**config.mk**
```make
export PLATFORM = sky130hd
export DESIGN_NAME = lv_core
export DESIGN_NICKNAME = d
export VERILOG_FILES = /design/src/hdl/lv_pkg.sv /design/src/hdl/lv_core.sv /design/src/hdl/lv_ctrl_unit.sv /design/src/hdl/lv_owt_ctrl.sv /design/src/hdl/lv_reg_access_ctrl.sv /design/src/hdl/lv_reg_slv.sv /design/src/hdl/lv_spi_slv.sv
export SDC_FILE = /design/constraint.sdc
export NUM_CORES = 1
export LEC_CHECK = 0
export BUFFER_PORTS_ARGS = -buffer_cell sky130_fd_sc_hd__buf_4
export CORE_ASPECT_RATIO = 1.75
export CORE_MARGIN = 1.5
export CORE_UTILIZATION = 35
export CTS_BUF_LIST = sky130_fd_sc_hd__clkbuf_16
export DETAILED_ROUTE_END_ITERATION = 8
export HOLD_SLACK_MARGIN = 0.03
export PLACE_DENSITY = 0.51
export SKIP_CTS_REPAIR_TIMING = 1
export SLEW_MARGIN = 20
export SYNTH_ARGS = -nofsm -noshare
export SYNTH_HDL_FRONTEND = slang
export SYNTH_SLANG_ARGS = --single-unit
```
**constraint.sdc**
```tcl
create_clock -name i_clk -period 3.5 [get_ports i_clk]
set_clock_uncertainty 0.15 [all_clocks]
set_input_delay 0 -clock i_clk [delete_from_list [all_inputs] [get_ports i_clk]]
set_output_delay 0 -clock i_clk [all_outputs]
set_load 0.02 [all_outputs]
```
**src/hdl/lv_pkg.sv**
```systemverilog
// lv_pkg: shared widths, register map, frame layouts and control states of the LV die core
package lv_pkg;

    // ============================================================
    // widths and register map
    // ============================================================
    localparam int SPI_FRAME_W = 16;

    typedef logic [6:0] reg_addr_t;   // bit 6 set selects the HV die
    typedef logic [7:0] reg_data_t;
    typedef logic [5:0] owt_addr_t;   // address field of an OWT frame

    localparam reg_addr_t ADDR_MODE     = 7'h00;
    localparam reg_addr_t ADDR_COM_CFG  = 7'h01;  // bit 0 enables the OWT timeout
    localparam reg_addr_t ADDR_STATUS1  = 7'h02;  // sticky, write 1 to clear
    localparam reg_addr_t ADDR_STATUS2  = 7'h03;  // current control state
    localparam reg_addr_t ADDR_ANA_TRIM = 7'h04;

    // ============================================================
    // frames, same bit order as on the SPI pins
    // ============================================================
    typedef struct packed {
        logic      wr;
        reg_addr_t addr;
        reg_data_t wdata;
    } reg_req_t;

    typedef struct packed {
        logic      err;
        reg_addr_t addr;
        reg_data_t rdata;
    } reg_rsp_t;

    // STATUS1 bits 3..0
    typedef struct packed {
        logic cfg_err;      // config write refused outside CFG
        logic owt_tmo_err;
        logic owt_com_err;
        logic spi_err;
    } lv_status_t;

    // MODE bits 2..0
    typedef struct packed {
        logic reset_en;
        logic normal_en;
        logic cfg_en;
    } lv_mode_t;

    typedef enum logic [1:0] {
        ST_WAIT   = 2'd0,
        ST_CFG    = 2'd1,
        ST_NORMAL = 2'd2,
        ST_FAULT  = 2'd3
    } ctrl_st_e;

endpackage

```
**src/hdl/lv_core.sv**
```systemverilog
// lv_core: digital core of the gate driver LV die, SPI host access and HV link
`timescale 1ns/1ps
module lv_core import lv_pkg::*; #(
    parameter int OWT_BIT_CYC = 4,
    parameter int OWT_TMO_CYC = 64
)(
    input  logic      i_clk,
    input  logic      i_reset,
    input  logic      i_spi_sclk,
    input  logic      i_spi_csb,
    input  logic      i_spi_mosi,
    output logic      o_spi_miso,
    output logic      o_lv_hv_owt_tx,
    input  logic      i_hv_lv_owt_rx,
    output logic      o_pwm_en,
    output logic      o_intb_n,
    output reg_data_t o_ana_trim
);

    // ============================================================
    // interconnect
    // ============================================================
    reg_req_t   spi_req;
    logic       spi_req_valid;
    logic       spi_req_ready;
    reg_rsp_t   spi_rsp;
    logic       spi_rsp_valid;
    logic       spi_err;
    reg_req_t   reg_req;
    logic       reg_req_valid;
    reg_rsp_t   reg_rsp;
    reg_req_t   owt_req;
    logic       owt_req_valid;
    logic       owt_req_ready;
    reg_rsp_t   owt_rsp;
    logic       owt_rsp_valid;
    logic       com_err_pulse;
    logic       tmo_err_pulse;
    logic       tmo_en;
    lv_mode_t   mode_cmd;
    logic       mode_wr;
    lv_status_t status;
    ctrl_st_e   cur_st;

    lv_spi_slv u_spi_slv (
        .i_clk       (i_clk),
        .i_reset     (i_reset),
        .i_spi_sclk  (i_spi_sclk),
        .i_spi_csb   (i_spi_csb),
        .i_spi_mosi  (i_spi_mosi),
        .o_spi_miso  (o_spi_miso),
        .o_req       (spi_req),
        .o_req_valid (spi_req_valid),
        .i_req_ready (spi_req_ready),
        .i_rsp       (spi_rsp),
        .i_rsp_valid (spi_rsp_valid),
        .o_spi_err   (spi_err)
    );

    lv_reg_access_ctrl u_reg_access_ctrl (
        .i_clk           (i_clk),
        .i_reset         (i_reset),
        .i_spi_req       (spi_req),
        .i_spi_req_valid (spi_req_valid),
        .o_spi_req_ready (spi_req_ready),
        .o_spi_rsp       (spi_rsp),
        .o_spi_rsp_valid (spi_rsp_valid),
        .o_reg_req       (reg_req),
        .o_reg_req_valid (reg_req_valid),
        .i_reg_rsp       (reg_rsp),
        .o_owt_req       (owt_req),
        .o_owt_req_valid (owt_req_valid),
        .i_owt_req_ready (owt_req_ready),
        .i_owt_rsp       (owt_rsp),
        .i_owt_rsp_valid (owt_rsp_valid)
    );

    lv_owt_ctrl #(
        .OWT_BIT_CYC (OWT_BIT_CYC),
        .OWT_TMO_CYC (OWT_TMO_CYC)
    ) u_owt_ctrl (
        .i_clk          (i_clk),
        .i_reset        (i_reset),
        .i_req          (owt_req),
        .i_req_valid    (owt_req_valid),
        .o_req_ready    (owt_req_ready),
        .o_rsp          (owt_rsp),
        .o_rsp_valid    (owt_rsp_valid),
        .o_lv_hv_owt_tx (o_lv_hv_owt_tx),
        .i_hv_lv_owt_rx (i_hv_lv_owt_rx),
        .i_tmo_en       (tmo_en),
        .o_com_err      (com_err_pulse),
        .o_tmo_err      (tmo_err_pulse)
    );

    lv_reg_slv u_reg_slv (
        .i_clk       (i_clk),
        .i_reset     (i_reset),
        .i_req       (reg_req),
        .i_req_valid (reg_req_valid),
        .o_rsp       (reg_rsp),
        .i_cur_st    (cur_st),
        .i_spi_err   (spi_err),
        .i_com_err   (com_err_pulse),
        .i_tmo_err   (tmo_err_pulse),
        .o_status    (status),
        .o_mode_cmd  (mode_cmd),
        .o_mode_wr   (mode_wr),
        .o_tmo_en    (tmo_en),
        .o_ana_trim  (o_ana_trim)
    );

    lv_ctrl_unit u_ctrl_unit (
        .i_clk      (i_clk),
        .i_reset    (i_reset),
        .i_mode_cmd (mode_cmd),
        .i_mode_wr  (mode_wr),
        .i_status   (status),
        .o_cur_st   (cur_st),
        .o_pwm_en   (o_pwm_en),
        .o_intb_n   (o_intb_n)
    );

endmodule

```
**src/hdl/lv_ctrl_unit.sv**
```systemverilog
// lv_ctrl_unit: operating mode FSM, gates PWM enable and drives the interrupt pin
`timescale 1ns/1ps
module lv_ctrl_unit import lv_pkg::*; (
    input  logic       i_clk,
    input  logic       i_reset,
    input  lv_mode_t   i_mode_cmd,
    input  logic       i_mode_wr,
    input  lv_status_t i_status,
    output ctrl_st_e   o_cur_st,
    output logic       o_pwm_en,
    output logic       o_intb_n
);

    logic any_err;

    assign any_err  = (i_status != '0);
    assign o_pwm_en = (o_cur_st == ST_NORMAL);
    assign o_intb_n = (o_cur_st != ST_FAULT);   // active low

    always_ff @(posedge i_clk) begin
        if (i_reset) begin
            o_cur_st <= ST_WAIT;
        end else if (i_mode_wr && i_mode_cmd.reset_en) begin
            o_cur_st <= ST_WAIT;   // from any state
        end else begin
            case (o_cur_st)
                ST_WAIT: begin
                    if (i_mode_wr && i_mode_cmd.cfg_en) begin
                        o_cur_st <= ST_CFG;
                    end
                end
                ST_CFG: begin
                    if (i_mode_wr && i_mode_cmd.normal_en && !any_err) begin
                        o_cur_st <= ST_NORMAL;
                    end
                end
                ST_NORMAL: begin
                    if (any_err) begin
                        o_cur_st <= ST_FAULT;
                    end
                end
                default: o_cur_st <= ST_FAULT;  // FAULT holds until reset_en
            endcase
        end
    end

endmodule

```
**src/hdl/lv_owt_ctrl.sv**
```systemverilog
// OWT controller that sends register frames to the HV die and receives its responses
`timescale 1ns/1ps
module lv_owt_ctrl import lv_pkg::*; #(
    parameter int OWT_BIT_CYC = 4,
    parameter int OWT_TMO_CYC = 64
)(
    input  logic     i_clk,
    input  logic     i_reset,
    input  reg_req_t i_req,
    input  logic     i_req_valid,
    output logic     o_req_ready,
    output reg_rsp_t o_rsp,
    output logic     o_rsp_valid,
    output logic     o_lv_hv_owt_tx,
    input  logic     i_hv_lv_owt_rx,
    input  logic     i_tmo_en,
    output logic     o_com_err,
    output logic     o_tmo_err
);

    localparam int CYC_W   = (OWT_BIT_CYC > 1) ? $clog2(OWT_BIT_CYC) : 1;
    localparam int TMO_W   = $clog2(OWT_TMO_CYC + 1);
    localparam int TX_BITS = 18;  // start, wr, addr, data, parity, stop
    localparam int RX_BITS = 11;  // start, data, parity, stop

    typedef enum logic [1:0] {
        OWT_IDLE,
        OWT_TX,
        OWT_WAIT,
        OWT_RX
    } owt_st_e;

    owt_st_e            state;
    logic [CYC_W-1:0]   cyc_cnt;
    logic [4:0]         bit_idx;
    logic [TMO_W-1:0]   tmo_cnt;
    logic               bit_end;
    logic               mid_bit;
    owt_addr_t          tx_addr;
    logic [14:0]        tx_payload;
    logic [TX_BITS-1:0] tx_shift;
    logic [1:0]         rx_sync;
    logic [RX_BITS-2:0] rx_shift;
    logic [RX_BITS-1:0] rx_frame;
    logic               rx_bad;

    assign o_req_ready    = (state == OWT_IDLE);
    assign o_lv_hv_owt_tx = tx_shift[TX_BITS-1];
    assign tx_addr        = i_req.addr[5:0];
    assign tx_payload     = {i_req.wr, tx_addr, i_req.wdata};
    assign bit_end        = (cyc_cnt == CYC_W'(OWT_BIT_CYC - 1));
    // start detection already costs one cycle of the bit
    assign mid_bit        = (cyc_cnt == CYC_W'(OWT_BIT_CYC / 2 - 1));
    assign rx_frame       = {rx_shift, rx_sync[1]};
    assign rx_bad         = (^rx_frame[9:1]) | ~rx_frame[0];  // even parity and stop high

    always_ff @(posedge i_clk) begin
        if (i_reset) begin
            rx_sync <= 2'b11;
        end else begin
            rx_sync <= {rx_sync[0], i_hv_lv_owt_rx};
        end
    end

    always_ff @(posedge i_clk) begin
        if (state == OWT_RX && mid_bit) begin
            rx_shift <= {rx_shift[RX_BITS-3:0], rx_sync[1]};
        end
    end

    // ============================================================
    // link sequencing
    // ============================================================
    always_ff @(posedge i_clk) begin
        if (i_reset) begin
            state       <= OWT_IDLE;
            tx_shift    <= '1;   // line idles high
            cyc_cnt     <= '0;
            bit_idx     <= '0;
            tmo_cnt     <= '0;
            o_rsp       <= '0;
            o_rsp_valid <= 1'b0;
            o_com_err   <= 1'b0;
            o_tmo_err   <= 1'b0;
        end else begin
            o_rsp_valid <= 1'b0;
            o_com_err   <= 1'b0;
            o_tmo_err   <= 1'b0;
            cyc_cnt     <= bit_end ? '0 : cyc_cnt + 1'b1;
            case (state)
                OWT_IDLE: begin
                    cyc_cnt <= '0;
                    bit_idx <= '0;
                    if (i_req_valid) begin
                        tx_shift   <= {1'b0, tx_payload, ^tx_payload, 1'b1};
                        o_rsp.addr <= i_req.addr;
                        state      <= OWT_TX;
                    end
                end
                OWT_TX: begin
                    if (bit_end) begin
                        tx_shift <= {tx_shift[TX_BITS-2:0], 1'b1};
                        bit_idx  <= bit_idx + 1'b1;
                        if (bit_idx == 5'(TX_BITS - 1)) begin
                            tmo_cnt <= '0;
                            state   <= OWT_WAIT;
                        end
                    end
                end
                OWT_WAIT: begin
                    cyc_cnt <= '0;
                    bit_idx <= '0;
                    if (!rx_sync[1]) begin
                        state <= OWT_RX;   // start bit seen
                    end else if (i_tmo_en) begin
                        tmo_cnt <= tmo_cnt + 1'b1;
                        if (tmo_cnt == TMO_W'(OWT_TMO_CYC - 1)) begin
                            o_rsp.err   <= 1'b1;
                            o_rsp.rdata <= '0;
                            o_rsp_valid <= 1'b1;
                            o_tmo_err   <= 1'b1;
                            state       <= OWT_IDLE;
                        end
                    end
                end
                OWT_RX: begin
                    if (mid_bit) begin
                        bit_idx <= bit_idx + 1'b1;
                        if (bit_idx == 5'(RX_BITS - 1)) begin
                            o_rsp.err   <= rx_bad;
                            o_rsp.rdata <= rx_bad ? '0 : rx_frame[9:2];
                            o_rsp_valid <= 1'b1;
                            o_com_err   <= rx_bad;
                            state       <= OWT_IDLE;
                        end
                    end
                end
                default: state <= OWT_IDLE;
            endcase
        end
    end

endmodule

```
**src/hdl/lv_reg_access_ctrl.sv**
```systemverilog
// lv_reg_access_ctrl: routes each SPI request to the local registers or over OWT
`timescale 1ns/1ps
module lv_reg_access_ctrl import lv_pkg::*; (
    input  logic     i_clk,
    input  logic     i_reset,
    input  reg_req_t i_spi_req,
    input  logic     i_spi_req_valid,
    output logic     o_spi_req_ready,
    output reg_rsp_t o_spi_rsp,
    output logic     o_spi_rsp_valid,
    output reg_req_t o_reg_req,
    output logic     o_reg_req_valid,
    input  reg_rsp_t i_reg_rsp,
    output reg_req_t o_owt_req,
    output logic     o_owt_req_valid,
    input  logic     i_owt_req_ready,
    input  reg_rsp_t i_owt_rsp,
    input  logic     i_owt_rsp_valid
);

    typedef enum logic [1:0] {
        RAC_IDLE,
        RAC_LOCAL,
        RAC_REMOTE
    } rac_st_e;

    rac_st_e  state;
    reg_req_t req_q;

    assign o_spi_req_ready = (state == RAC_IDLE);  // one transaction in flight
    assign o_reg_req       = req_q;
    assign o_owt_req       = req_q;

    always_ff @(posedge i_clk) begin
        if (o_spi_req_ready && i_spi_req_valid) begin
            req_q <= i_spi_req;
        end
    end

    always_ff @(posedge i_clk) begin
        if (i_reset) begin
            state           <= RAC_IDLE;
            o_reg_req_valid <= 1'b0;
            o_owt_req_valid <= 1'b0;
            o_spi_rsp_valid <= 1'b0;
            o_spi_rsp       <= '0;
        end else begin
            o_reg_req_valid <= 1'b0;
            o_spi_rsp_valid <= 1'b0;
            case (state)
                RAC_IDLE: begin
                    if (i_spi_req_valid) begin
                        if (i_spi_req.addr[6]) begin  // HV die register
                            o_owt_req_valid <= 1'b1;
                            state           <= RAC_REMOTE;
                        end else begin
                            o_reg_req_valid <= 1'b1;
                            state           <= RAC_LOCAL;
                        end
                    end
                end
                RAC_LOCAL: begin
                    // register file answers the cycle after the strobe
                    if (!o_reg_req_valid) begin
                        o_spi_rsp       <= i_reg_rsp;
                        o_spi_rsp_valid <= 1'b1;
                        state           <= RAC_IDLE;
                    end
                end
                RAC_REMOTE: begin
                    if (i_owt_req_ready) begin
                        o_owt_req_valid <= 1'b0;
                    end
                    if (i_owt_rsp_valid) begin
                        o_spi_rsp       <= i_owt_rsp;
                        o_spi_rsp_valid <= 1'b1;
                        state           <= RAC_IDLE;
                    end
                end
                default: state <= RAC_IDLE;
            endcase
        end
    end

endmodule

```
**src/hdl/lv_reg_slv.sv**
```systemverilog
// lv_reg_slv: local register file with config write protection and sticky status
`timescale 1ns/1ps
module lv_reg_slv import lv_pkg::*; (
    input  logic       i_clk,
    input  logic       i_reset,
    input  reg_req_t   i_req,
    input  logic       i_req_valid,
    output reg_rsp_t   o_rsp,
    input  ctrl_st_e   i_cur_st,
    input  logic       i_spi_err,
    input  logic       i_com_err,
    input  logic       i_tmo_err,
    output lv_status_t o_status,
    output lv_mode_t   o_mode_cmd,
    output logic       o_mode_wr,
    output logic       o_tmo_en,
    output reg_data_t  o_ana_trim
);

    reg_data_t  com_cfg;
    reg_data_t  rdata;
    lv_status_t err_set;
    logic       wr_en;
    logic       cfg_open;
    logic       cfg_wr;   // write aimed at a protected register

    assign wr_en    = i_req_valid & i_req.wr;
    assign cfg_open = (i_cur_st == ST_CFG);
    assign cfg_wr   = wr_en & ((i_req.addr == ADDR_COM_CFG) | (i_req.addr == ADDR_ANA_TRIM));
    assign o_tmo_en = com_cfg[0];

    assign err_set.cfg_err     = cfg_wr & ~cfg_open;
    assign err_set.owt_tmo_err = i_tmo_err;
    assign err_set.owt_com_err = i_com_err;
    assign err_set.spi_err     = i_spi_err;

    always_comb begin
        case (i_req.addr)
            ADDR_MODE:     rdata = {5'b0, o_mode_cmd};
            ADDR_COM_CFG:  rdata = com_cfg;
            ADDR_STATUS1:  rdata = {4'b0, o_status};
            ADDR_STATUS2:  rdata = {6'b0, i_cur_st};
            ADDR_ANA_TRIM: rdata = o_ana_trim;
            default:       rdata = '0;
        endcase
    end

    always_ff @(posedge i_clk) begin
        if (i_reset) begin
            o_mode_cmd <= '0;
            o_mode_wr  <= 1'b0;
            com_cfg    <= '0;
            o_ana_trim <= '0;
            o_status   <= '0;
        end else begin
            o_mode_wr <= wr_en && (i_req.addr == ADDR_MODE);
            if (wr_en && i_req.addr == ADDR_MODE) begin
                o_mode_cmd <= lv_mode_t'(i_req.wdata[2:0]);
            end
            if (cfg_wr && cfg_open && i_req.addr == ADDR_COM_CFG) begin
                com_cfg <= i_req.wdata;
            end
            if (cfg_wr && cfg_open && i_req.addr == ADDR_ANA_TRIM) begin
                o_ana_trim <= i_req.wdata;
            end
            // new flags win over a clear in the same cycle
            if (wr_en && i_req.addr == ADDR_STATUS1) begin
                o_status <= (o_status & ~lv_status_t'(i_req.wdata[3:0])) | err_set;
            end else begin
                o_status <= o_status | err_set;
            end
        end
    end

    always_ff @(posedge i_clk) begin
        if (i_req_valid) begin
            o_rsp.err   <= 1'b0;
            o_rsp.addr  <= i_req.addr;
            o_rsp.rdata <= rdata;   // value before the write
        end
    end

endmodule

```
**src/hdl/lv_spi_slv.sv**
```systemverilog
// lv_spi_slv: mode 0 SPI slave oversampled on the core clock, frames to register requests
`timescale 1ns/1ps
module lv_spi_slv import lv_pkg::*; (
    input  logic     i_clk,
    input  logic     i_reset,
    input  logic     i_spi_sclk,
    input  logic     i_spi_csb,
    input  logic     i_spi_mosi,
    output logic     o_spi_miso,
    output reg_req_t o_req,
    output logic     o_req_valid,
    input  logic     i_req_ready,
    input  reg_rsp_t i_rsp,
    input  logic     i_rsp_valid,
    output logic     o_spi_err
);

    localparam int CNT_W = $clog2(SPI_FRAME_W) + 1;

    logic [2:0]             sclk_q;     // 2 sync stages + edge detect
    logic [2:0]             csb_q;
    logic [1:0]             mosi_q;
    logic                   sclk_rise;
    logic                   sclk_fall;
    logic                   csb_rise;
    logic                   csb_fall;
    logic                   active;
    logic [CNT_W-1:0]       bit_cnt;
    logic [SPI_FRAME_W-1:0] shift_in;
    logic [SPI_FRAME_W-1:0] shift_out;
    reg_rsp_t               rsp_hold;   // last finished transaction

    always_ff @(posedge i_clk) begin
        if (i_reset) begin
            sclk_q <= '0;
            csb_q  <= '1;
            mosi_q <= '0;
        end else begin
            sclk_q <= {sclk_q[1:0], i_spi_sclk};
            csb_q  <= {csb_q[1:0], i_spi_csb};
            mosi_q <= {mosi_q[0], i_spi_mosi};
        end
    end

    assign sclk_rise = sclk_q[1] & ~sclk_q[2];
    assign sclk_fall = ~sclk_q[1] & sclk_q[2];
    assign csb_rise  = csb_q[1] & ~csb_q[2];
    assign csb_fall  = ~csb_q[1] & csb_q[2];
    assign active    = ~csb_q[1];

    // mosi in on rising sclk, count saturates so long frames stay bad
    always_ff @(posedge i_clk) begin
        if (active && sclk_rise) begin
            shift_in <= {shift_in[SPI_FRAME_W-2:0], mosi_q[1]};
        end
    end

    always_ff @(posedge i_clk) begin
        if (i_reset || csb_fall) begin
            bit_cnt <= '0;
        end else if (active && sclk_rise && bit_cnt != '1) begin
            bit_cnt <= bit_cnt + 1'b1;
        end
    end

    always_ff @(posedge i_clk) begin
        if (i_reset) begin
            o_req_valid <= 1'b0;
            o_spi_err   <= 1'b0;
        end else begin
            o_spi_err <= 1'b0;
            if (o_req_valid && i_req_ready) begin
                o_req_valid <= 1'b0;
            end
            if (csb_rise) begin
                if (bit_cnt == CNT_W'(SPI_FRAME_W) && i_req_ready && !o_req_valid) begin
                    o_req_valid <= 1'b1;
                end else begin
                    o_spi_err <= 1'b1;  // wrong length or busy
                end
            end
        end
    end

    always_ff @(posedge i_clk) begin
        if (csb_rise && !o_req_valid) begin
            o_req <= shift_in;
        end
    end

    always_ff @(posedge i_clk) begin
        if (i_reset) begin
            rsp_hold <= '0;
        end else if (i_rsp_valid) begin
            rsp_hold <= i_rsp;
        end
    end

    // miso out, first bit ready as soon as csb falls
    always_ff @(posedge i_clk) begin
        if (i_reset) begin
            shift_out <= '0;
        end else if (csb_fall) begin
            shift_out <= rsp_hold;
        end else if (active && sclk_fall) begin
            shift_out <= {shift_out[SPI_FRAME_W-2:0], 1'b0};
        end
    end

    assign o_spi_miso = shift_out[SPI_FRAME_W-1];

endmodule

```
==> run_results.csv <==
group,metric,value,unit
floorplan,start_util,0.3577,
floorplan,die_x,122.9,um
cells_and_area,drive_gt1_frac,0.09179,
routing,drc_errors,0,
worst_hold_path,holdPathStages,3,
setup_path,critical_path_buf_inv_count,1,
flow_run,cap_violations,0,
clock_network,cts_max_level,1,
routing,first_iter_violations,270,
cells_and_area,design_area,10010,um^2
sta,post-route-period-util,0.6953,
setup_path,slowest_stage,"or2_1",
global_routing,grt_pass1_wl,30110,um
setup_path,r2r_slack,1.07,ns
sta,fin_crit,2.434,ns
synthesis,netlist_area,8808,um^2
sta,drv_slew,0,
place,place.gp.congestion,0.8103,
floorplan,ioPinCount,18,
cells_and_area,areaGrowthSynthToFinish,13.64,%
synthesis,syn-instance-count,800,
synthesis,syn_nets,825,
global_routing,gr-usage-met3,0.02190,
power_and_ir_drop,power.density,533.6,nW/um^2
synthesis,synth.avg_cell_area,11.01,um^2
global_routing,grtUsageMet2,0.2695,
routing,routed_wl,18450,um
cells_and_area,diodes,0,
routing,first_pass_iters,4,
sta,setup_tns,0,ns
sta,relSlewSlack,0.3373,
sta,tightest_slew,0.9940,ns
floorplan,die_h,212.9,um
global_routing,grt_pass1_vias,5573,
setup_path,cp_slowest_stage_delay,0.79,ns
global_routing,grt_use_met1,0.1715,
clock_network,cts_buffers,22,
synthesis,yosys.area.top_type_share,0.3364,
setup_path,crit_chain,"nor3b_2 -> buf_4 -> or2_1 -> nor2_1 -> a311o_1",
clock_network,worstSkewPairLatency,0.52,ns
place,dpl_cell_area,9181,um^2
routing,ant_nets,0,
clock_network,clock_sinks,220,
global_routing,antenna_found_initial,0,
floorplan,fp.coreArea,24630,um^2
synthesis,ys_types,64,
floorplan,rows,76,
setup_path,reg2regPathDepth,5,
clock_network,clkTransAtPathRegs,0.06,ns
synthesis,ys.flop_type,"dfxtp_1",
worst_hold_path,hold_class,"in -> reg",
global_routing,groute.usage.overall,0.1486,
global_routing,grt_busiest_layer,"met2",
synthesis,synth-edff-count,72,
global_routing,gr-total-overflow,0,
power_and_ir_drop,ir_drop,0.3977,mV
cells_and_area,final_cells,1140,
setup_path,required,3.75,ns
sta,clock.fmax,0.4109,GHz
setup_path,endpoint_kind,"register",
place,place_inst,1095,
setup_path,cp_max_fo,34,
setup_path,critPathTopFamily,"simple AND/OR/NAND/NOR gates",
place,dpl.hpwl,12710,um
routing,via_per_inst,4.878,
cells_and_area,fill_cells,2352,
status,outcome,"complete, no violations",
power_and_ir_drop,power.leakage,3.487,nW
synthesis,ys_seq_elements,220,
sta,setup_viol,0,
synthesis,yosysWarnings,0,
routing,wl_per_cell,16.18,um
setup_path,critPathArrivalTime,2.68,ns
synthesis,yosysTopAreaCell,"dfxtp_1",
synthesis,synthTopCellsByArea,"dfxtp_1 (34%), edfxtp_1 (25%), mux2i_1 (8.5%)",
synthesis,yosysSeqAreaShare,0.5818,
global_routing,grt_start_max_net_pins,92,
cells_and_area,utilization,0.4064,
clock_network,cts-root-buf,"clkbuf_16",
setup_path,worst-path-stages,5,
clock_network,cts_buffer_depth,3,
synthesis,synth_commonest_cells,"dfxtp_1 (148), nor2_1 (104), mux2i_1 (75)",
place,port_buffers,17,
setup_path,r2r-end,"u_owt_ctrl.tx_shift[17]",
setup_path,critPathLaunchType,"register",
synthesis,yosysMostFrequentCell,"dfxtp_1",
power_and_ir_drop,totalPowerFinal,0.005341,W
setup_path,rr_startpoint,"u_owt_ctrl.state[0]",
cells_and_area,fin_nets,837,
synthesis,async_flop_share,0,
routing,vias,5561,
floorplan,dieArea,26160,um^2
sta,hold_violations,0,
worst_hold_path,hold_end,"u_spi_slv.csb_q[0]",
sta,grt_setup_unrepaired,"false",
clock_network,cts_tree,"done",
worst_hold_path,hp-start,"i_spi_csb",
setup_path,critical_path_class,"reg -> reg",
-- registers in the layout (all words and copies together), names as in the netlist, 3 cells and up --
name and flops:
u_owt_ctrl.bit_idx 5, u_owt_ctrl.o_rsp 16, u_owt_ctrl.rx_shift 9, u_owt_ctrl.tmo_cnt 7
u_owt_ctrl.tx_shift 17, u_reg_access_ctrl.o_owt_req 16, u_reg_access_ctrl.o_spi_rsp 16, u_reg_slv.com_cfg 8
u_reg_slv.o_ana_trim 8, u_reg_slv.o_mode_cmd 3, u_reg_slv.o_rsp 15, u_reg_slv.o_status 4
u_spi_slv.bit_cnt 5, u_spi_slv.csb_q 3, u_spi_slv.o_req 16, u_spi_slv.rsp_hold 16
u_spi_slv.sclk_q 3, u_spi_slv.shift_in 16, u_spi_slv.shift_out 16
-- placed cells by master, fill, tap and decap left out, types with 3 or more instances in the layout --
cell type	synthesis	routed
dfxtp_1	148	148
nor2_1	104	103
mux2i_1	75	75
edfxtp_1	72	72
nand2_1	56	56
a211oi_1	33	33
a21oi_1	29	29
buf_4	2	28
inv_1	23	27
nand2b_1	26	26
nand3_1	25	25
o21ai_0	23	23
clkbuf_16	0	23
ha_1	19	19
xnor2_1	15	15
nor2b_1	12	11
xor2_1	9	9
nor3_1	9	9
a22o_1	6	6
o211ai_1	6	6
nand4_1	5	5
or2_2	5	5
bufinv_16	0	5
dlygate4sd3_1	0	5
and3_1	3	3
nand3b_1	3	3
nor4_1	3	3
nor2_2	2	3
clkinv_2	0	3
clkinv_1	0	3
-- worst max path at each step --
stage,from,endpoint
6_report,u_owt_ctrl.state[0],u_owt_ctrl.tx_shift[17]
5_1_grt,u_owt_ctrl.state[0],u_owt_ctrl.tmo_cnt[5]
4_1_cts,u_owt_ctrl.state[0],u_owt_ctrl.tx_shift[17]
3_5_place_dp,u_owt_ctrl.state[0],u_owt_ctrl.tx_shift[17]
3_3_place_gp,u_owt_ctrl.state[0],u_owt_ctrl.tx_shift[17]
2_1_floorplan,u_spi_slv.csb_q[1],u_spi_slv.bit_cnt[3]
-- worst min-delay path, cell delays in order --
cell and delay [ns]:
dlygate4sd3_1 0.53, buf_4 0.09, or2_2 0.08
-- per-stage QoR --
step                setup slack [ns]  hold WS [ns]
floorplan                     0.8307      -0.04619
global placement               1.124       0.03616
detailed placement             1.086       0.03744
CTS                            1.060       -0.5047
global route                  0.8164       0.06101
finish                         1.066       0.07525
-- final cells by class --
cell class / count / area (um^2) / share of cell area
multi-input combinational: 512 / 3369 / 0.3366
clock buffer: 23 / 575.6 / 0.05750
inverter: 23 / 86.33 / 0.008625
tap: 312 / 390.4 / 0.03900
sequential: 220 / 5125 / 0.5120
clock inverter: 17 / 202.7 / 0.02025
timing repair buffer: 33 / 260.3 / 0.02600
-- kinds of logic after synthesis --
group	count (synthesis)	share of synthesized area
buffers and inverters	68	0.03679
AO/OA/AOI/OAI	118	0.08892
XOR/XNOR	26	0.02912
adder cells (fa/ha/maj)	19	0.02699
multiplexers	77	0.08906
AND/OR/NAND/NOR	272	0.1473
flip-flops	220	0.5818
-- where the power goes --
part,leakage [nW],switching [W],internal [W]
logic,1.26,0.0000875,0.0000489
registers,1.83,0.0000193,0.00264
clock network,0.396,0.000985,0.00156
-- metal layers --
metal | vias up | wire [um] | share of wire
li1 | 2831 | - | -
met1 | 2632 | 7690 | 0.42
met2 | 71 | 9721 | 0.53
met3 | 27 | 542 | 0.029
met4 | 0 | 493 | 0.027
met5 | - | 0 | 0
Power figures use the tool's default switching activity.
